$ cat src/design/aes_pkg.sv
`default_nettype none

package aes_pkg;

  typedef logic [127:0] block_t;  // Byte 0 sits in the top eight bits

  localparam int NUM_ROUNDS   = 10;
  localparam int ROUND_W      = 4;
  localparam int OUT_CREDITS  = 2;
  localparam int OUT_CREDIT_W = 2;
  localparam int CMD_CREDITS  = 1;

  // ------------------------------------------------------------
  // GF(2^8) arithmetic
  // ------------------------------------------------------------

  function automatic logic [7:0] xtime(input logic [7:0] b);
    return {b[6:0], 1'b0} ^ (b[7] ? 8'h1b : 8'h00);
  endfunction

  function automatic logic [7:0] gf_mul(input logic [7:0] a, input logic [7:0] b);
    logic [7:0] acc;
    logic [7:0] x;
    acc = 8'h00;
    x = a;
    for (int i = 0; i < 8; i++) begin
      if (b[i]) acc = acc ^ x;
      x = xtime(x);
    end
    return acc;
  endfunction

  // Inverse as a^254, zero maps to zero
  function automatic logic [7:0] gf_inv(input logic [7:0] a);
    logic [7:0] sq;
    logic [7:0] acc;
    sq = a;
    acc = 8'h01;
    for (int i = 1; i < 8; i++) begin
      sq = gf_mul(sq, sq);
      acc = gf_mul(acc, sq);
    end
    return acc;
  endfunction

  function automatic logic [7:0] rotl8(input logic [7:0] b, input int n);
    return (b << n) | (b >> (8 - n));
  endfunction

  // ------------------------------------------------------------
  // S-boxes
  // ------------------------------------------------------------

  function automatic logic [7:0] sub_byte(input logic [7:0] b);
    logic [7:0] x;
    x = gf_inv(b);
    return x ^ rotl8(x, 1) ^ rotl8(x, 2) ^ rotl8(x, 3) ^ rotl8(x, 4) ^ 8'h63;
  endfunction

  function automatic logic [7:0] inv_sub_byte(input logic [7:0] b);
    logic [7:0] y;
    y = rotl8(b, 1) ^ rotl8(b, 3) ^ rotl8(b, 6) ^ 8'h05;  // Undo the affine map first
    return gf_inv(y);
  endfunction

  // ------------------------------------------------------------
  // Column mixing, row 0 in the top byte of the column
  // ------------------------------------------------------------

  function automatic logic [31:0] mix_column(input logic [31:0] col);
    logic [7:0] a0, a1, a2, a3;
    a0 = col[31:24];
    a1 = col[23:16];
    a2 = col[15:8];
    a3 = col[7:0];
    return {xtime(a0) ^ xtime(a1) ^ a1 ^ a2 ^ a3,
            a0 ^ xtime(a1) ^ xtime(a2) ^ a2 ^ a3,
            a0 ^ a1 ^ xtime(a2) ^ xtime(a3) ^ a3,
            xtime(a0) ^ a0 ^ a1 ^ a2 ^ xtime(a3)};
  endfunction

  function automatic logic [31:0] inv_mix_column(input logic [31:0] col);
    logic [7:0] a0, a1, a2, a3;
    a0 = col[31:24];
    a1 = col[23:16];
    a2 = col[15:8];
    a3 = col[7:0];
    return {gf_mul(a0, 8'h0e) ^ gf_mul(a1, 8'h0b) ^ gf_mul(a2, 8'h0d) ^ gf_mul(a3, 8'h09),
            gf_mul(a0, 8'h09) ^ gf_mul(a1, 8'h0e) ^ gf_mul(a2, 8'h0b) ^ gf_mul(a3, 8'h0d),
            gf_mul(a0, 8'h0d) ^ gf_mul(a1, 8'h09) ^ gf_mul(a2, 8'h0e) ^ gf_mul(a3, 8'h0b),
            gf_mul(a0, 8'h0b) ^ gf_mul(a1, 8'h0d) ^ gf_mul(a2, 8'h09) ^ gf_mul(a3, 8'h0e)};
  endfunction

  // Round constant for key expansion round i (1 to 10)
  function automatic logic [7:0] rcon(input logic [ROUND_W-1:0] i);
    case (i)
      4'd1:    return 8'h01;
      4'd2:    return 8'h02;
      4'd3:    return 8'h04;
      4'd4:    return 8'h08;
      4'd5:    return 8'h10;
      4'd6:    return 8'h20;
      4'd7:    return 8'h40;
      4'd8:    return 8'h80;
      4'd9:    return 8'h1b;
      4'd10:   return 8'h36;
      default: return 8'h00;
    endcase
  endfunction

endpackage

`default_nettype wire
$ cat src/design/aes_if.sv
`timescale 1ns/1ns
`default_nettype none

// Launch of one command into the execute stage
interface aes_op_if
  import aes_pkg::*;
();
  logic   valid;  // One cycle launch pulse
  logic   decrypt;
  block_t block;
  block_t key;

  modport source (output valid, output decrypt, output block, output key);
  modport sink   (input valid, input decrypt, input block, input key);
endinterface


`default_nettype wire

$ cat src/design/aes_key_schedule.sv
`timescale 1ns/1ns
`default_nettype none

module aes_key_schedule
  import aes_pkg::*;
(
  input  wire                clk_in,
  input  wire                rst_in,

  aes_op_if.sink             op,

  input  wire [ROUND_W-1:0]  round_sel,
  output block_t             round_key,
  output logic               keys_ready
);

  logic               busy;
  logic [ROUND_W-1:0] kround;  // Index of the key written this cycle
  block_t             rk [0:NUM_ROUNDS];
  block_t             prev_key;
  block_t             next_key;

  // One step of the AES-128 expansion, four words at a time
  function automatic block_t expand_key(input block_t k, input logic [ROUND_W-1:0] i);
    logic [31:0] w0, w1, w2, w3;
    logic [31:0] t;
    w0 = k[127:96];
    w1 = k[95:64];
    w2 = k[63:32];
    w3 = k[31:0];
    // RotWord then SubWord on the last word
    t = {sub_byte(w3[23:16]), sub_byte(w3[15:8]), sub_byte(w3[7:0]), sub_byte(w3[31:24])};
    t = t ^ {rcon(i), 24'h000000};
    w0 = w0 ^ t;
    w1 = w1 ^ w0;
    w2 = w2 ^ w1;
    w3 = w3 ^ w2;
    return {w0, w1, w2, w3};
  endfunction

  assign prev_key  = rk[kround - 1'b1];
  assign next_key  = expand_key(prev_key, kround);
  assign round_key = rk[round_sel];  // Combinational read for the engine

  // ------------------------------------------------------------
  // Control
  // ------------------------------------------------------------

  always_ff @(posedge clk_in) begin
    if (rst_in) begin
      busy       <= 1'b0;
      kround     <= '0;
      keys_ready <= 1'b0;
    end else begin
      keys_ready <= 1'b0;
      if (op.valid) begin
        busy   <= 1'b1;
        kround <= ROUND_W'(1);
      end else if (busy) begin
        if (kround == ROUND_W'(NUM_ROUNDS)) begin
          busy       <= 1'b0;
          keys_ready <= 1'b1;  // Key 10 is readable on this pulse
        end else begin
          kround <= kround + 1'b1;
        end
      end
    end
  end

  // ------------------------------------------------------------
  // Round-key store
  // ------------------------------------------------------------

  always_ff @(posedge clk_in) begin
    if (op.valid) begin
      rk[0] <= op.key;
    end else if (busy) begin
      rk[kround] <= next_key;
    end
  end

endmodule

`default_nettype wire

$ cat src/flat_wrapper.sv
// flat-port wrapper written by rule: the top's interface ports become plain ports
module aes_key_schedule_flat import aes_pkg::*;
  (clk_in, rst_in, round_sel, round_key, keys_ready, op_valid, op_decrypt, op_block, op_key);
  aes_op_if op_i ();
  input  wire clk_in;
  input  wire rst_in;
  input  wire [ROUND_W-1:0] round_sel;
  output block_t round_key;
  output logic keys_ready;
  input wire logic [$bits(op_i.valid)-1:0] op_valid;
  input wire logic [$bits(op_i.decrypt)-1:0] op_decrypt;
  input wire logic [$bits(op_i.block)-1:0] op_block;
  input wire logic [$bits(op_i.key)-1:0] op_key;
  assign op_i.valid = op_valid;
  assign op_i.decrypt = op_decrypt;
  assign op_i.block = op_block;
  assign op_i.key = op_key;
  aes_key_schedule u_core (.clk_in(clk_in), .rst_in(rst_in), .op(op_i), .round_sel(round_sel), .round_key(round_key), .keys_ready(keys_ready));
endmodule
$ cat config.mk
export PLATFORM = sky130hd
export DESIGN_NAME = aes_key_schedule_flat
export DESIGN_NICKNAME = d
export VERILOG_FILES = /design/src/design/aes_pkg.sv /design/src/design/aes_if.sv /design/src/design/aes_key_schedule.sv /design/src/flat_wrapper.sv
export SDC_FILE = /design/constraint.sdc
export NUM_CORES = 2
export LEC_CHECK = 0
export BUFFER_PORTS_ARGS = -buffer_cell sky130_fd_sc_hd__clkbuf_2
export CORE_MARGIN = 2
export CORE_UTILIZATION = 50
export CTS_CLUSTER_DIAMETER = 80
export CTS_CLUSTER_SIZE = 30
export DETAILED_ROUTE_END_ITERATION = 12
export PLACE_DENSITY = 0.74
export SETUP_SLACK_MARGIN = 0.02
export SYNTH_ARGS = -nofsm -noshare
export SYNTH_HDL_FRONTEND = slang
export SYNTH_SLANG_ARGS = --single-unit
$ cat constraint.sdc
create_clock -name clk_in -period 56.3 [get_ports clk_in]
set_input_delay 11.26 -clock clk_in [delete_from_list [all_inputs] [get_ports clk_in]]
set_output_delay 11.26 -clock clk_in [all_outputs]
set_load 0.01 [all_outputs]
* Word level (Yosys, flattened, before mapping)
Memories as Yosys holds them, arrays and structs flattened.
Cells that the tools add are included.
** Cells by class
- Add/sub/neg operators :: 2
- Equality and inequality tests :: 2
- Muxes and demuxes :: 827
- Bitwise gates (word level) :: 799
- Reduce and logical (&&, ||, !) cells :: 6
** Operator list (number)
- bitwise XOR 8 bit :: 744
- two-way mux 8 bit :: 420
- two-way mux 5 bit :: 368
- bitwise XOR 32 bit :: 5
- two-way mux 128 bit :: 1
- OR reduction 128 bit :: 1
- OR 8 x 1 -> 8 bit :: 4
- OR 8 x 2 -> 8 bit :: 4
- OR 8 x 3 -> 8 bit :: 4
- OR 8 x 4 -> 8 bit :: 4
- two-way mux 7 bit :: 4
- NOT 1 bit (first input constant) :: 28
- two-way mux 6 bit :: 4
- two-way mux 4 bit :: 5
- two-way mux 1 bit :: 17
- NOT 4 bit :: 4
- two-way mux 3 bit :: 4
- two-way mux 2 bit :: 4
- adder 4 x 1 -> 4 bit (second input constant) :: 1
- equality test 4 bit (second input constant) :: 1
- AND reduction 2 bit :: 2
- subtractor 4 x 1 -> 4 bit (second input constant) :: 1
- OR reduction 3 bit :: 1
- != test 2 bit (second input constant) :: 1
- 3 further kinds :: 4
** Word-level totals
- Bits in registers :: 6
- Memory bits (writable) :: 1408
- Memory bits (read-only) :: 128
- Memories kept :: 2
** Memories
- u_core.rk :: words 11, bits a word 128, rd ports 2, clocked after Yosys merged registers in 0, wr ports 1, RTL line aes_key_schedule.sv:19 : block_t rk [0:NUM_ROUNDS];
- (no name shown) :: words 16, bits a word 8, rd ports 1, clocked after Yosys merged registers in 0, wr ports 0, RTL line aes_pkg.sv:96 : case (i)

* Depth between registers and ports, before layout
An unclocked memory read counts as a cell.
- Depth in word-level cells :: 141
- Mapped depth :: 78
- Gate-level depth less buffers :: 63

* Least setup slack after synthesis
Ideal clock, no wire load.
- Path kind :: input to register
- Start point :: input port op_valid
- End point :: memory u_core.rk[4][0] (netlist name) (enable)
- Setup time :: 0.928 ns
- Arrival :: 24.321 ns
- Data required time :: 55.372 ns
- Slack :: 31.052 ns
- Stages on the path :: 5
- Path buffers :: 2
- Cell sequence :: inv_1 -> nand2_1 -> buf_6 -> dlygate4sd3_1 -> nor4_1
** Between the ends
- Longest elaborated chain between the ends :: 4
- Elaborated cells between the ends (all ways) :: 7
- Those cells by class :: mux: 6; reduce/logical: 1
** Ends and longest elaborated chain
- from (decl) :: RTL line flat_wrapper.sv:10 : input wire logic [$bits(op_i.valid)-1:0] op_valid;
- two-way mux 1 bit :: RTL line aes_key_schedule.sv:75 : if (op.valid) begin
- two-way mux 1 bit (not written as such) :: RTL line aes_key_schedule.sv:78 : rk[kround] <= next_key;
- OR reduction 128 bit (no source line)
- two-way mux 4 bit (no source line) or two-way mux 1 bit (tied branches)
- to (decl) :: RTL line aes_key_schedule.sv:19
Parallel ways exist; a longest one is shown, timed or not.

* Final worst setup path
- Start point :: input port round_sel[0]
- End point :: output port round_key[107]
** Between the ends
- Longest elaborated chain between the ends :: 1
** Ends and longest elaborated chain
- from (decl) :: RTL line flat_wrapper.sv:7 : input wire [ROUND_W-1:0] round_sel;
- memory (11 x 128 bit)
- to (decl) :: RTL line flat_wrapper.sv:8 : output block_t round_key;
No other way between the ends.

==> results.md <==
- Clk sinks: 1414
- Cells after synthesis: 11200
- Post_cts resized: 0
- Status: finished clean
- Postcts setup bufs: 0
- Synth async-reset ratio: 0%
- TritonCTS clock tree: built
- Detail-routed via count per cell: 6.50
- Top cells by area, synth: edfxtp_1 35%, xnor2_1 12%, mux4_2 11%
- Die height: 498 um
- First-pass GRT wire length: 560000 um
- WS Path Type: input pin to output pin
- Tot GR Track Use: about 29%
- First drt pass iteration count: 10
- Synth Register Bits: 1414
- Initial antenna violation count: 30
- Drt wl/cell: about 26 um
- Starting DRT DRC Count: 11900
- Fin Setup TNS: 0 ns
- EDFF count, synth: 1408
- Clock Pin Slew Worst Setup and Hold Paths: approximately 0.12 ns
- Min cycle time layout: approximately 27 ns
- Largest net degree at the start of global routing: 150
- Layout Nets: 11400
- Worst Max-Slew Pin Slew: approximately 1.4 ns
- Yosys top cell area share: 34.6%
- Endpoints failing setup: 0
- Syn nets: 11500
- Worst-path fanout max: 76
- H-tree lvl count: 2
- Clk_lat worst skew: 0.75 ns
- Relative max-transition margin: ~3.7%
- Multi-input combinational cell area: 76300 sq um
- CP startpoint kind: input pin
- Netlist cell types: 127
- Synth Area per Inst: 10.9 sq um
- DR vias: 93300
- Commonest cells in the synthesized netlist: 1615 x xnor2_1, 1408 x edfxtp_1, 1318 x nor2_1
- Mapped Area: approximately 120000 sq um
- Clk_skew: 0.0477 ns
- Top Metal Used: met5
- PortBufs: 263
- Die extent in x: 498 um
- Slew Limit Fails: 0
- Residual DRC count: 0
- I/O pin count: 393
- Worst Setup End Kind: output pin
- Number of buffers created by CTS: 58
- Hold WC Path Type: register to register
- Die ar.: ~250000 sq um
- CP arrival: 15.80 ns
- Half-perimeter wire length after placement: 252000 um
- # rows: about 180
- Overflow after GRT: 0
- Ys flop type: edfxtp_1
- Reg area: 42400 sq um
- Max-cap violation count: 0
- Gpl congestion: 0.936
- Wire length on met2: 171000 um
- Fmax: 37.0 MHz
- Layout area overhead: 5.52%
- Antenna-violating nets left: 0
- Biggest area consumer among synthesized cells: edfxtp_1
- Post-synthesis sequential area ratio: 34.7%
- Clk buf depth: 3
- Critical Path RT: 45.04 ns
- Yosys warns: 0
- Core area: 243000 sq um
- Hold Fails Final Rpt: 0
- Most frequent cell after synthesis: xnor2_1
- Hold Buf Count CTS: 0
- Number of fill cells: just over 20000
- Initial Utilization: 50.3%
- Final WL: between 300000 and 400000 um
- RSZ-0062 raised after global routing: no
- Clk root buf: clkbuf_16
- Met1 wire length: 139000 um
- Vias in the first global route: 90200
- Tcrit/Tclk final: 48.1%
- Layout cells sized above 1: 16.4%
- Metal3 WL: about 41000 um
==> flip-flops by register name, summed over array words and instances (netlist names) <==
name,count
u_core.rk,1408
u_core.kround,4
u_core.keys_ready,1
u_core.busy,1
==> worst max-delay path, cell delays in order <==
cell	delay [ns]
buf_8	0.57
buf_4	0.77
buf_4	0.78
buf_4	0.86
mux4_2	0.61
mux4_2	0.58
clkbuf_2	0.22
==> routing by layer <==
layer,track usage [%],vias up
met5,0,-
met2,45.6,5605
met1,37.8,46000
li1,-,40800
met4,16.3,32
met3,5.70,924
==> final cells by class <==
type                    count  area share (%)
multi-input cells        8949            59.2
inverters                 106           0.309
repair buffers            597            3.06
clock buffers              67            1.16
clock inverters            14           0.184
well taps                3202            3.11
diodes                     14          0.0272
flip-flops and latches   1414            32.9
==> path summary, 6_finish.rpt <==
kind	from	cells after the start	slack [ns]	end
setup reg to reg	u_core.kround[0]	57	31.44	u_core.rk[10][8]
hold / removal	u_core.busy	2	0.69	u_core.busy
setup / recovery	round_sel[0]	7	29.24	round_key[107]
hold reg to reg	u_core.busy	2	0.69	u_core.busy
==> stage by stage <==
stage | area [sq um] | util [%] | std cells | setup slack, ns | hold WS (ns)
floorplan | 122000 | - | 11200 | 31.05 | 0.559
detailed placement | 127000 | 52.3 | 14300 | 29.15 | 0.667
global placement | 127000 | 52.3 | 14300 | 29.19 | 0.635
finish | 129000 | 53.0 | 14400 | 29.24 | 0.690
global route | 129000 | 53.0 | 14400 | 28.91 | 0.722
CTS | 129000 | 53.0 | 14300 | 29.14 | 0.684
==> kinds of logic (layout without fill, tap and decap cells) <==
kind of cell,after synthesis,after routing,synth area share [%]
compound gates,1898,1898,9.84
xor+xnor,2651,2651,24.6
fa+ha+maj,30,30,0.299
buf+inv,858,784,3.14
flops,1414,1414,34.7
mux,1197,1197,16.4
other cells,0,14,0
simple gates,3173,3173,11.0
==> cells in the final DEF, fill, tap and decap left out, drive strengths merged, types with 17 or more instances in the layout <==
cell    instances
xor3           50
nor3          208
mux4          626
ha             26
a31oi         138
xor2          539
buf           337
a211oi         91
nor4           18
or2            24
nand2        1114
or3            39
a22oi          65
o22ai         119
o32ai          17
nor2         1323
nor2b          58
o31ai          23
mux2i         375
xnor2        1725
o221ai         24
inv           103
xnor3         337
clkbuf        327
edfxtp       1408
and3           30
a21o           23
o21bai         24
o21ai         469
a221oi         47
a21oi         560
mux2          196
nand2b         55
o211ai         66
nand4          25
and2           66
nand3         168
o21a           22
a32oi          28
Power is not shown: default switching activity piles up to over one toggle a cycle in this logic, so the estimate is an artifact.
