$ cat src/design/aes_pkg.sv
`default_nettype none

package aes_pkg;

  typedef logic [127:0] block_t;  // Byte 0 sits in the top eight bits

  localparam int NUM_ROUNDS   = 10;
  localparam int ROUND_W      = 4;
  localparam int OUT_CREDITS  = 2;
  localparam int OUT_CREDIT_W = 2;
  localparam int CMD_CREDITS  = 1;

  // ------------------------------------------------------------
  // GF(2^8) arithmetic
  // ------------------------------------------------------------

  function automatic logic [7:0] xtime(input logic [7:0] b);
    return {b[6:0], 1'b0} ^ (b[7] ? 8'h1b : 8'h00);
  endfunction

  function automatic logic [7:0] gf_mul(input logic [7:0] a, input logic [7:0] b);
    logic [7:0] acc;
    logic [7:0] x;
    acc = 8'h00;
    x = a;
    for (int i = 0; i < 8; i++) begin
      if (b[i]) acc = acc ^ x;
      x = xtime(x);
    end
    return acc;
  endfunction

  // Inverse as a^254, zero maps to zero
  function automatic logic [7:0] gf_inv(input logic [7:0] a);
    logic [7:0] sq;
    logic [7:0] acc;
    sq = a;
    acc = 8'h01;
    for (int i = 1; i < 8; i++) begin
      sq = gf_mul(sq, sq);
      acc = gf_mul(acc, sq);
    end
    return acc;
  endfunction

  function automatic logic [7:0] rotl8(input logic [7:0] b, input int n);
    return (b << n) | (b >> (8 - n));
  endfunction

  // ------------------------------------------------------------
  // S-boxes
  // ------------------------------------------------------------

  function automatic logic [7:0] sub_byte(input logic [7:0] b);
    logic [7:0] x;
    x = gf_inv(b);
    return x ^ rotl8(x, 1) ^ rotl8(x, 2) ^ rotl8(x, 3) ^ rotl8(x, 4) ^ 8'h63;
  endfunction

  function automatic logic [7:0] inv_sub_byte(input logic [7:0] b);
    logic [7:0] y;
    y = rotl8(b, 1) ^ rotl8(b, 3) ^ rotl8(b, 6) ^ 8'h05;  // Undo the affine map first
    return gf_inv(y);
  endfunction

  // ------------------------------------------------------------
  // Column mixing, row 0 in the top byte of the column
  // ------------------------------------------------------------

  function automatic logic [31:0] mix_column(input logic [31:0] col);
    logic [7:0] a0, a1, a2, a3;
    a0 = col[31:24];
    a1 = col[23:16];
    a2 = col[15:8];
    a3 = col[7:0];
    return {xtime(a0) ^ xtime(a1) ^ a1 ^ a2 ^ a3,
            a0 ^ xtime(a1) ^ xtime(a2) ^ a2 ^ a3,
            a0 ^ a1 ^ xtime(a2) ^ xtime(a3) ^ a3,
            xtime(a0) ^ a0 ^ a1 ^ a2 ^ xtime(a3)};
  endfunction

  function automatic logic [31:0] inv_mix_column(input logic [31:0] col);
    logic [7:0] a0, a1, a2, a3;
    a0 = col[31:24];
    a1 = col[23:16];
    a2 = col[15:8];
    a3 = col[7:0];
    return {gf_mul(a0, 8'h0e) ^ gf_mul(a1, 8'h0b) ^ gf_mul(a2, 8'h0d) ^ gf_mul(a3, 8'h09),
            gf_mul(a0, 8'h09) ^ gf_mul(a1, 8'h0e) ^ gf_mul(a2, 8'h0b) ^ gf_mul(a3, 8'h0d),
            gf_mul(a0, 8'h0d) ^ gf_mul(a1, 8'h09) ^ gf_mul(a2, 8'h0e) ^ gf_mul(a3, 8'h0b),
            gf_mul(a0, 8'h0b) ^ gf_mul(a1, 8'h0d) ^ gf_mul(a2, 8'h09) ^ gf_mul(a3, 8'h0e)};
  endfunction

  // Round constant for key expansion round i (1 to 10)
  function automatic logic [7:0] rcon(input logic [ROUND_W-1:0] i);
    case (i)
      4'd1:    return 8'h01;
      4'd2:    return 8'h02;
      4'd3:    return 8'h04;
      4'd4:    return 8'h08;
      4'd5:    return 8'h10;
      4'd6:    return 8'h20;
      4'd7:    return 8'h40;
      4'd8:    return 8'h80;
      4'd9:    return 8'h1b;
      4'd10:   return 8'h36;
      default: return 8'h00;
    endcase
  endfunction

endpackage

`default_nettype wire
$ cat src/design/aes_if.sv
`timescale 1ns/1ns
`default_nettype none

// Launch of one command into the execute stage
interface aes_op_if
  import aes_pkg::*;
();
  logic   valid;  // One cycle launch pulse
  logic   decrypt;
  block_t block;
  block_t key;

  modport source (output valid, output decrypt, output block, output key);
  modport sink   (input valid, input decrypt, input block, input key);
endinterface


`default_nettype wire

$ cat src/design/aes_cmd_decode.sv
`timescale 1ns/1ns
`default_nettype none

module aes_cmd_decode
  import aes_pkg::*;
(
  input  wire         clk_in,
  input  wire         rst_in,

  input  wire         cmd_valid,
  input  wire         cmd_decrypt,
  input  wire block_t cmd_block,
  input  wire block_t cmd_key,
  output logic        cmd_credit,

  input  wire         idle,
  aes_op_if.source    op
);

  logic   slot_full;
  logic   slot_decrypt;
  block_t slot_block;
  block_t slot_key;

  // Launch as soon as the slot holds a command and execution is free
  assign op.valid   = slot_full && idle;
  assign op.decrypt = slot_decrypt;
  assign op.block   = slot_block;
  assign op.key     = slot_key;

  always_ff @(posedge clk_in) begin
    if (rst_in) begin
      slot_full  <= 1'b0;
      cmd_credit <= 1'b0;
    end else begin
      cmd_credit <= op.valid;  // Slot frees with the launch, credit goes back a cycle later
      if (cmd_valid) begin
        slot_full <= 1'b1;
      end else if (op.valid) begin
        slot_full <= 1'b0;
      end
    end
  end

  // Upstream only sends with a credit in hand, so the slot is empty here
  always_ff @(posedge clk_in) begin
    if (cmd_valid) begin
      slot_decrypt <= cmd_decrypt;
      slot_block   <= cmd_block;
      slot_key     <= cmd_key;
    end
  end

endmodule

`default_nettype wire

$ cat src/flat_wrapper.sv
// flat-port wrapper written by rule: the top's interface ports become plain ports
module aes_cmd_decode_flat import aes_pkg::*;
  (clk_in, rst_in, cmd_valid, cmd_decrypt, cmd_block, cmd_key, cmd_credit, idle, op_valid, op_decrypt, op_block, op_key);
  aes_op_if op_i ();
  input  wire clk_in;
  input  wire rst_in;
  input  wire cmd_valid;
  input  wire cmd_decrypt;
  input  wire block_t cmd_block;
  input  wire block_t cmd_key;
  output logic cmd_credit;
  input  wire idle;
  output wire logic [$bits(op_i.valid)-1:0] op_valid;
  output wire logic [$bits(op_i.decrypt)-1:0] op_decrypt;
  output wire logic [$bits(op_i.block)-1:0] op_block;
  output wire logic [$bits(op_i.key)-1:0] op_key;
  assign op_valid = op_i.valid;
  assign op_decrypt = op_i.decrypt;
  assign op_block = op_i.block;
  assign op_key = op_i.key;
  aes_cmd_decode u_core (.clk_in(clk_in), .rst_in(rst_in), .cmd_valid(cmd_valid), .cmd_decrypt(cmd_decrypt), .cmd_block(cmd_block), .cmd_key(cmd_key), .cmd_credit(cmd_credit), .idle(idle), .op(op_i));
endmodule
$ cat config.mk
export PLATFORM = sky130hd
export DESIGN_NAME = aes_cmd_decode_flat
export DESIGN_NICKNAME = d
export VERILOG_FILES = /design/src/design/aes_pkg.sv /design/src/design/aes_if.sv /design/src/design/aes_cmd_decode.sv /design/src/flat_wrapper.sv
export SDC_FILE = /design/constraint.sdc
export NUM_CORES = 1
export LEC_CHECK = 0
export ABC_AREA = 1
export BUFFER_PORTS_ARGS = -buffer_cell sky130_fd_sc_hd__buf_2
export CORE_AREA = 2 2 200 202
export DETAILED_ROUTE_END_ITERATION = 6
export DIE_AREA = 0 0 202 204
export GPL_TIMING_DRIVEN = 0
export PLACE_DENSITY = 0.51
export SETUP_SLACK_MARGIN = 0.1
export SYNTH_ARGS = -nofsm -noshare
export SYNTH_HDL_FRONTEND = slang
export SYNTH_SLANG_ARGS = --single-unit
$ cat constraint.sdc
create_clock -name clk_in -period 0.8 [get_ports clk_in]
set_input_delay 0.08 -clock clk_in [delete_from_list [all_inputs] [get_ports clk_in]]
set_output_delay 0.08 -clock clk_in [all_outputs]
set_load 0.01 [all_outputs]
## After elaboration in Yosys (flattened, before gate mapping)

Cells that the tools add are included.
W data, S select, Z words.

- Bits in registers: 259
- Bits of input ports: 261
- Output and inout port bits: 259
- Word-level logic and storage cells: 9

- Muxes and demuxes: 2
- Reductions and logical operators: 2

Operators by type and width:

| operator | number |
|---|---|
| $mux W1 | 2 |
| $reduce_bool A2 Y1 | 1 |
| $logic_and A1 B1 Y1 | 1 |

## Longest topological paths before layout

Gate-level depths: netlist (run 1).

- Depth after elaboration: 3
- Depth in mapped cells: 3
- Gate-level depth less buffers: 3

## Worst setup path before layout (run 1)

OpenSTA, ideal clock, no wires.

- Path kind: register to output
- Start point: reg u_core.slot_full
- End point: out op_valid
- Data arrival time: 443 ps
- Required time: 720 ps
- Slack: 277 ps
- Stages on the path, launching flop included: 3
- Path buffers: 0
- Cells stage by stage: dfxtp_1 -> nand2_1 -> inv_1

- Longest elaborated chain between the ends: 1

Ends and longest elaborated chain:

| what | RTL line | source |
|---|---|---|
| start: declaration | aes_cmd_decode.sv:20 | `logic slot_full;` |
| start signal: assignment | aes_cmd_decode.sv:33 | `slot_full <= 1'b0;` |
| start signal: assignment | aes_cmd_decode.sv:38 | `slot_full <= 1'b1;` |
| start signal: assignment | aes_cmd_decode.sv:40 | `slot_full <= 1'b0;` |
| $logic_and A1 B1 Y1 | aes_cmd_decode.sv:26 | `assign op.valid = slot_full && idle;` |
| end: declaration | flat_wrapper.sv:13 | `output wire logic [$bits(op_i.valid)-1:0] op_valid;` |

No other way between the ends.

## Worst setup path after layout (run 1)

- Start point: reg u_core.slot_block[10], in the netlist u_core.op.block[10]
- End point: out op_block[10]

RTL lines:

| what | RTL line | source |
|---|---|---|
| start: declaration | aes_cmd_decode.sv:22 | `block_t slot_block;` |
| start signal: assignment | aes_cmd_decode.sv:49 | `slot_block <= cmd_block;` |
| end: declaration | flat_wrapper.sv:15 | `output wire logic [$bits(op_i.block)-1:0] op_block;` |

No word-level cell between the ends.

==> results of run 1 <==
## worst max path at each step
| stage | endpoint | startpoint |
|---|---|---|
| floorplan | op_valid | u_core.slot_full$_SDFFE_PP0P_ |
| global placement | u_core.slot_full$_SDFFE_PP0P_ | cmd_valid |
| detailed placement | u_core.op.key[89]$_DFFE_PP_ | cmd_valid |
| CTS | op_block[118] | u_core.op.block[118]$_DFFE_PP_ |
| global route | op_block[118] | u_core.op.block[118]$_DFFE_PP_ |
| finish | op_block[10] | u_core.op.block[10]$_DFFE_PP_ |
## cell families after synthesis
kind of cell / count (synthesis)
AND/OR/NAND/NOR: 3
AO/OA/AOI/OAI: 1
flip-flops: 259
buffers and inverters: 3
## synth_stat cells
master / instances / area share
nand2_1: 2 / 0.00096
a21oi_2: 1 / 0.0011
nor2_1: 1 / 0.00048
edfxtp_1: 257 / 0.99
dfxtp_1: 2 / 0.0051
inv_1: 3 / 0.0014
## cell type report
| cell class | count | area (sq um) | area share |
|---|---|---|---|
| multi-input cells | 4 | 22.5 | 0.00152 |
| clock buffers | 39 | 806 | 0.0542 |
| clock inverters | 13 | 116 | 0.00783 |
| diodes | 1 | 2.50 | 0.000168 |
| well taps | 525 | 657 | 0.0442 |
| inverters | 3 | 11.3 | 0.000758 |
| repair buffers | 784 | 5480 | 0.369 |
| flip-flops and latches | 259 | 7760 | 0.522 |
## through the flow
stage / setup WS (ns) / total power, mW / area (sq um) / util
after detailed placement: -0.967 / 19.4 / 11100 / 0.283
after floorplan: 0.277 / 17.3 / 7790 / -
after global routing: -0.493 / 34.6 / 14900 / 0.379
after global placement: -4.12 / 19.4 / 11000 / 0.282
after CTS: -0.499 / 33.8 / 14800 / 0.377
final: -0.447 / 33.3 / 14900 / 0.379
## timing repair
| action | in CTS | in global routing |
|---|---|---|
| hold endpoints to repair | 284 | 25 |
| gates resized for setup | 10 | 19 |
| setup endpoints to repair | 384 | 259 |
| cloned | 4 | 0 |
| buffers inserted | 0 | 0 |
## per-layer routing
layer	part of all wire	up-vias	global-route usage
met2	0.52	289	0.218
met5	0.00053	-	0
li1	-	2714	-
met4	0.026	2	0.0365
met1	0.37	2804	0.129
met3	0.078	46	0.0402
## state kept, by name, summed over array words and instances, names as in the netlist
| name | flops |
|---|---|
| u_core.op.decrypt | 1 |
| u_core.slot_full | 1 |
| u_core.op.key | 128 |
| u_core.cmd_credit | 1 |
| u_core.op.block | 128 |
## power breakdown
group / switching, mW / internal, mW / total [mW]
logic: 1.73 / 2.11 / 3.84
registers: 0.305 / 16.1 / 16.4
clock network: 5.33 / 7.67 / 13.0
total: 7.37 / 25.9 / 33.3
==> metrics.txt, run 1 <==
FMAX=0.802 GHz; H-tree Lvls=1; Crit Path Class=flop to primary output; Layout area overhead=90.7%; initial DRC count=198; fin crit period=1.25 ns; Crit path max-delay family=flip-flops; mux cell area share after synthesis=0; Syn Inst Count=266; R2R setup slack=between 0.2 and 0.25 ns; critical path depth=1; slew at the pin with the worst max-slew slack=between 0.3 and 0.4 ns; Hold Path Depth=1; Post-Synth Adder-Cell Area=0; core area=about 0.039 sq mm; ANT nets after route=0; Tcrit/Tclk final=1.56; WP buf/inv=1; syn_nets=~530; Clk pin slew, worst setup/hold paths=around 0.06 ns; Min-Delay Endpoint=u_core.op.block[107]$_DFFE_PP_; hold slack=-0.133 ns; dpl hpwl=roughly 17000 microns; initial antenna violation count=2; xor/xnor share of the synthesized area=0; Synth Area in Compound Gates=0.00112; Chip Height=204 microns; synthesized flop and latch total=between 200 and 300; clock sinks=between 200 and 300; CP startpoint kind=flop; dpl cells=between 1000 and 1500; row cnt=73; PortBufs=519; Yosys cell types=6; worst setup margin=-0.447 ns; Nets=1343; Final Max Tran Viols=0; Cell Area, Synth=0.00779 sq mm; sequential share of the synthesized area=0.996; grt total ovfl=0; largest net degree at the start of global routing=63; die area=between 0.04 and 0.05 sq mm; CP Max Fanout=1; total vias in the final route=5855; CTS tree=done; drt pass-1 iters=4; Boundary Pins=520; worst r2r src=u_core.slot_full$_SDFFE_PP0P_; Die Wd=202 microns; clock buffer depth=3; worst-path cell chain=buf_2; Data required, critical path=between 0.7 and 0.8 ns; final setup fails=259; Clk Latency, worst-skew pair=between 0.5 and 0.6 ns; Reg2Reg Depth=2; failing checks=hold timing, setup timing; Worst setup EP type=primary output; root buffer cell=clkbuf_16; layout cell share with drive strength beyond 1=0.515; CTS buffer count=30; Peak VDD IR=between 1500 and 2000 uV; outcome=finished with violations; CTS Hold Buffers Added=approximately 260; Final Hold Vio Count=25; DRC=0; Clock Skew=around 0.0008 ns; most frequent cells in the layout=buf_2 (503), dlygate4sd3_1 (259), edfxtp_1 (257); # fillers=approximately 3600; YS warnings=0; post-synthesis simple-gate area fraction=0.00145; Initial Util=0.199; slew margin rel.=0.781; commonest non-fill, non-tap cell in the layout=buf_2; crit path DAT=1.17 ns; routed vias/inst=3.60; vias in the first global route=between 6000 and 7000; setup_tns=-88.72 ns; LEAKAGE=6.27 nW; Routed WL per cell=about 16 microns; Non-Filler Instances=1628; Worst Hold Class=input port to flop; first-pass GRT wire length=roughly 37000 microns; Post-Syn Area per Cell=a little under 30 sq um; capturing point of the worst reg2reg path=u_core.slot_full$_SDFFE_PP0P_; Placer Congestion=0.762; Crit path largest cell delay=approximately 0.45 ns; Power Dens Cells=about 2200 mW/mm^2; Post-Route WL=between 20000 and 30000 microns; RSZ-0062 raised after global routing=yes; slowest CP cell=edfxtp_1; hold_sp=cmd_valid; Max-Cap Viols=0; combinational family with the most area after synthesis=simple AND/OR/NAND/NOR gates; Global Route Usage Sum=0.119
Note: power is estimated with default switching activity, not from simulation.
==> run 2, diff against run 1 <==
--- a/config.mk
+++ b/config.mk
@@ -7,9 +7,9 @@
 export LEC_CHECK = 0
 export ABC_AREA = 1
 export BUFFER_PORTS_ARGS = -buffer_cell sky130_fd_sc_hd__buf_2
-export CORE_AREA = 2 2 200 202
+export CORE_AREA = 2 2 204 206
 export DETAILED_ROUTE_END_ITERATION = 6
-export DIE_AREA = 0 0 202 204
+export DIE_AREA = 0 0 206 208
 export GPL_TIMING_DRIVEN = 0
 export PLACE_DENSITY = 0.51
 export SETUP_SLACK_MARGIN = 0.1
==> constraint.sdc (replaced) <==
create_clock -name clk_in -period 1.1 [get_ports clk_in]
set_input_delay 0.11 -clock clk_in [delete_from_list [all_inputs] [get_ports clk_in]]
set_output_delay 0.11 -clock clk_in [all_outputs]
set_load 0.01 [all_outputs]
==> run 2 against run 1 <==
Against the previous run:
- the run still ends with hold timing, setup timing left
- non-clock buffer count shrank 2
- combinational power down 29%
- cell area about the same
- via count is 0.56% lower
- utilization fell by 1.3 points
- register-to-register slack improved by 0.32 ns
- wire length down 3.3%
- clock skew about the same
- worst setup slack gained 0.16 ns
- worst hold slack gained 0.11 ns
- sequential cell count did not move
- clock power down 22%
- critical path type unchanged
- largest cell class unchanged
- highest routed layer is now met4
==> metrics.txt, run 2 (synthesis results as in run 1) <==
dpl ws=-0.391 ns (+0.576 ns); Clock Skew=0.00125 ns (+0.000460 ns); post-layout util=0.366 (-0.0127); most frequent cells in the layout=buf_2 (500), dlygate4sd3_1 (261), edfxtp_1 (257); R2R setup slack=0.54 ns (+0.32 ns); Power Dens Cells=1670 mW/mm^2 (-25%); initial antenna violation count=0 (-2); setup_tns=-20.98 ns (+67.74 ns); Global Route Usage Sum=0.111 (-0.00826); fin crit period=roughly 1.4 ns; Worst setup EP type=primary output; Peak VDD IR=1340 uV (-17%); DRC=0 (unchanged); Die Wd=206 microns (+2.0%); layout cell share with drive strength beyond 1=0.520 (+0.00454); Max-Cap Viols=0 (unchanged); final setup fails=259 (unchanged); hold_sp=cmd_valid; outcome=finished with violations; worst-path cell chain=buf_6; root buffer cell=clkbuf_16; largest net degree at the start of global routing=123 (+95%); Non-Filler Instances=1634 (+0.37%); LEAKAGE=6.25 nW (-0.28%); Crit path max-delay family=flip-flops; worst setup margin=-0.285 ns (+0.163 ns); Nets=1341 (-0.15%); Worst Hold Class=input port to flop; failing checks=hold timing, setup timing; routed vias/inst=3.56 (-0.93%); CTS buffer count=30 (unchanged); Boundary Pins=520 (unchanged); dpl cells=1319 (+0.53%); CTS tree=done; H-tree Lvls=1 (unchanged); RSZ-0062 raised after global routing=yes; Final Max Tran Viols=0 (unchanged); PortBufs=519 (unchanged); WP buf/inv=1 (unchanged); hold slack=-0.0187 ns (+0.114 ns); slew at the pin with the worst max-slew slack=0.662 ns (+0.333 ns); Chip Height=208 microns (+2.0%); drt pass-1 iters=4 (unchanged); Crit path largest cell delay=0.52 ns (+0.07 ns); dpl hpwl=17100 microns (+0.46%); ANT nets after route=0 (unchanged); Initial Util=0.192 (-0.00672); clock sinks=259 (unchanged); Crit Path Class=flop to primary output; core area=0.0406 sq mm (+3.5%); Data required, critical path=0.99 ns (+0.27 ns); commonest non-fill, non-tap cell in the layout=buf_2; Routed WL per cell=15.6 microns (-3.7%); total vias in the final route=5822 (-0.56%); clock buffer depth=3 (unchanged); Post-Route WL=25500 microns (-3.3%); worst r2r src=u_core.slot_full$_SDFFE_PP0P_; Placer Congestion=0.745 (-2.2%); Antenna diodes=0 (-1); die area=0.0428 sq mm (+4.0%); slowest CP cell=edfxtp_1; FMAX=approximately 0.72 GHz; Tcrit/Tclk final=1.26; Clk pin slew, worst setup/hold paths=0.06 ns (about the same); Post CTS Setup Buffer Count=0 (unchanged); row cnt=74 (+1.4%); Clk Latency, worst-skew pair=0.56 ns (+0.02 ns); crit path launch=u_core.op.key[10]$_DFFE_PP_; Final Hold Vio Count=14 (-44%); grt total ovfl=0 (unchanged); initial DRC count=255 (+29%); # fillers=3818 (+5.4%); crit path DAT=1.27 ns (+0.10 ns); slew margin rel.=0.559 (-0.222); CP startpoint kind=flop; CP Max Fanout=1 (unchanged); Layout area overhead=90.7% (about the same); first-pass GRT wire length=35900 microns (-3.3%); vias in the first global route=6471 (+2.7%)
run 2: cell count changes in the layout (fill, tap and decap cells not counted), moves of 3 or more:
cell	delta
clkinv_1	-3
bufbuf_16	-3
clkinv_2	+3
clkbuf_1	-3
buf_2	-3
buf_6	+3
run 2: timing repair:
item,CTS,global route
gates resized for setup,14,17
endpoints found under the setup margin,259,259
cloned,0,0
pin swaps,0,0
hold buffers,260,1
endpoints found under the hold margin,314,5
run 2: path summary, 6_finish.rpt:
kind / to / depth (start not counted)
min reg2reg: u_core.cmd_credit$_SDFF_PP0_ / 2
max: op_key[10] / 1
max reg2reg: u_core.slot_full$_SDFFE_PP0P_ / 2
min: u_core.op.key[29]$_DFFE_PP_ / 1
run 2: routing by layer:
layer	GRT usage	vias up	part of all wire
met5	0	-	0
met4	0.0350	0	0.028
met3	0.0387	47	0.094
met2	0.198	318	0.50
met1	0.121	2738	0.38
li1	-	2719	-
run 2: final cells by class:
cell class	instances	area [sq um]	share of cell area
multi-input combinational	4	22.5	0.00152
timing repair buffer	782	5390	0.363
tap	532	666	0.0448
clock inverter	16	186	0.0125
sequential	259	7760	0.522
inverter	3	11.3	0.000758
clock buffer	38	822	0.0553
run 2: per-stage QoR:
stage	hold WS (ns)	power, mW	area [sq um]
after detailed placement	0.288	14.1	11100
final	-0.0187	24.8	14900
after global placement	0.286	14.1	11100
after global routing	-0.0155	25.8	14900
after floorplan	0.172	12.6	7790
after CTS	-0.0280	25.1	14800
run 2: power breakdown:
| part | internal, mW | switching, mW | total, mW | leakage, nW |
|---|---|---|---|---|
| sequential | 11.7 | 0.229 | 12.0 | 2.53 |
| combinational | 1.49 | 1.23 | 2.72 | 3.22 |
| clock | 6.18 | 3.96 | 10.1 | 0.494 |
| total | 19.4 | 5.42 | 24.8 | 6.25 |
==> run 3, diff against run 2 <==
--- a/config.mk
+++ b/config.mk
@@ -12,6 +12,7 @@
 export DIE_AREA = 0 0 206 208
 export GPL_TIMING_DRIVEN = 0
 export PLACE_DENSITY = 0.51
+export RECOVER_POWER = 100
 export SETUP_SLACK_MARGIN = 0.1
 export SYNTH_ARGS = -nofsm -noshare
 export SYNTH_HDL_FRONTEND = slang
==> run 3 against run 2 <==
Against the previous run:
- the flow finishes with violations (setup timing)
- clock-buffer cell count is the same
- sequential cell count is the same
- clock power about the same
- worst hold slack better by 0.27 ns
- maximum frequency is essentially flat
- sequential power about the same
- combinational power hardly changed
- non-clock buffer count stayed put
- via count hardly changed
- largest power group unchanged
- highest routed layer unchanged
==> metrics.txt, run 3 (synthesis results as in run 1) <==
outcome=finished with violations; failing checks=setup timing; Crit path max-delay family=flip-flops; critical path depth=1 (unchanged); initial antenna violation count=0 (unchanged); CTS buffer count=30 (unchanged); root buffer cell=clkbuf_16; worst r2r src=u_core.slot_full$_SDFFE_PP0P_; Routed WL per cell=15.6 microns (about the same); clock sinks=259 (unchanged); initial DRC count=240 (-5.9%); layout cell share with drive strength beyond 1=0.506 (-0.0136); Die Wd=206 microns (unchanged); Worst Hold Class=input port to flop; combinational fraction of design power=0.109 (about the same); slew at the pin with the worst max-slew slack=0.847 ns (+0.186 ns); CP endpoint=op_key[10]; FMAX=0.722 GHz (about the same); multi-input logic area=22.5 sq um (unchanged); # fillers=3834 (+0.42%); Post-Route WL=25500 microns (about the same); worst setup margin=-0.284 ns (+0.000133 ns); slew margin rel.=0.435 (-0.124); Reg2Reg Depth=2 (unchanged); Boundary Pins=520 (unchanged); Global Route Usage Sum=0.111 (unchanged); Clk pin slew, worst setup/hold paths=0.06 ns (about the same); PortBufs=519 (unchanged); Worst setup EP type=primary output; Post CTS Setup Buffer Count=0 (unchanged); Data required, critical path=0.99 ns (about the same); fin crit period=1.38 ns (-0.000133 ns); worst-path cell chain=buf_6; Nets=1341 (unchanged); Max-Cap Viols=0 (unchanged); H-tree Lvls=1 (unchanged); RSZ-0062 raised after global routing=yes; final setup fails=366 (+41%); DRC=0 (unchanged); Peak VDD IR=1330 uV (-0.33%); first-pass GRT wire length=35900 microns (unchanged); CP startpoint kind=flop; most frequent cells in the layout=buf_2 (486), dlygate4sd3_1 (261), edfxtp_1 (257); Tcrit/Tclk final=1.26 (about the same); crit path launch=u_core.op.key[10]$_DFFE_PP_; die area=0.0428 sq mm (unchanged); crit path DAT=1.27 ns (about the same); Storage cell area=0.00776 sq mm (about the same); vias in the first global route=6471 (unchanged); drt pass-1 iters=4 (unchanged); Antenna diodes=0 (unchanged); Power Dens Cells=1670 mW/mm^2 (+0.18%); dpl hpwl=17100 microns (unchanged); Layout area overhead=90.3%; routed vias/inst=3.56 (about the same); Chip Height=208 microns (unchanged); clock buffer depth=3 (unchanged); Clk Latency, worst-skew pair=0.56 ns (about the same); CP Max Fanout=1 (unchanged); Clk network pwr share=0.409 (about the same); dpl ws=-0.391 ns (unchanged); slowest CP cell=edfxtp_1; capturing point of the worst reg2reg path=u_core.slot_full$_SDFFE_PP0P_; Clock Skew=0.00255 ns (+0.00130 ns); Sequential Power Share=0.482 (about the same); total vias in the final route=5821 (-0.017%); ANT nets after route=0 (unchanged); net switching power=5.42 mW (about the same); Placer Congestion=0.745 (unchanged); Crit Path Class=flop to primary output; core area=0.0406 sq mm (unchanged); R2R setup slack=0.52 ns (-0.02 ns); grt total ovfl=0 (unchanged); Int Pwr=19.4 mW (about the same); post-layout util=0.365 (-0.000833); row cnt=74 (unchanged); Final Max Tran Viols=0 (unchanged); Final Hold Vio Count=0 (-14); largest net degree at the start of global routing=123 (unchanged); CTS tree=done; Initial Util=0.192 (unchanged); LEAKAGE=6.20 nW (-0.72%); Crit path largest cell delay=0.52 ns (about the same); switching part of the total=0.219 (about the same); WP buf/inv=1 (unchanged); commonest non-fill, non-tap cell in the layout=buf_2
## run 3: cell types whose count changed in the layout (fill, tap and decap cells not counted), sizes merged
| cell | before | now |
|---|---|---|
| buf | 521 | 506 |
| clkbuf | 38 | 53 |
## run 3: per-layer routing
metal	wire length, microns	track usage	up-vias	share of wire
met5	0	0	-	0
met4	715	0.0350	0	0.028
li1	-	-	2718	-
met3	2440	0.0387	47	0.096
met1	9600	0.121	2734	0.38
met2	12700	0.198	322	0.50
## run 3: how the worst min path moves through the flow
stage / start / slack [ns] / end / depth (start not counted)
final: cmd_block[95] / 0.25 / u_core.op.block[95]$_DFFE_PP_ / 2
after global routing: cmd_block[32] / 0.22 / u_core.op.block[32]$_DFFE_PP_ / 2
after CTS: cmd_valid / -0.03 / u_core.op.block[18]$_DFFE_PP_ / 1
after detailed placement: cmd_block[36] / 0.29 / u_core.op.block[36]$_DFFE_PP_ / 1
after global placement: cmd_block[7] / 0.29 / u_core.op.block[7]$_DFFE_PP_ / 1
after floorplan: rst_in / 0.17 / u_core.slot_full$_SDFFE_PP0P_ / 1
## run 3: timing repair
action                     CTS  global route
gates resized for setup     14            17
setup endpoints to repair  259           259
hold buffers               260             1
gates cloned                 0             0
hold endpoints to repair   314             5
## run 3: cell type report
cell class,count,share of cell area
clock inverters,16,0.0126
well taps,532,0.0449
clock buffers,38,0.0555
inverters,3,0.000760
flip-flops and latches,259,0.523
multi-input cells,4,0.00152
repair buffers,782,0.361
## run 3: power groups by stage
stage                     registers [mW]  clock network, mW  logic (mW)
after floorplan                     12.6                  0     0.00723
after global placement              12.2                  0        1.90
after detailed placement            12.1                  0        1.94
after CTS                           12.0               10.4        2.70
after global routing                12.0               10.8        2.90
final                               12.0               10.1        2.71
## run 3: through the flow
step | instance area (sq um) | setup TNS (ns) | power (mW) | hold WS (ns) | std cells
floorplan | 7790 | 0 | 12.6 | 0.172 | 266
global placement | 11100 | -951.73 | 14.1 | 0.286 | 1317
detailed placement | 11100 | -60.22 | 14.1 | 0.288 | 1319
CTS | 14800 | -30.89 | 25.1 | -0.0280 | 1633
global route | 14800 | -59.07 | 25.7 | 0.225 | 1634
finish | 14800 | -30.66 | 24.8 | 0.248 | 1634
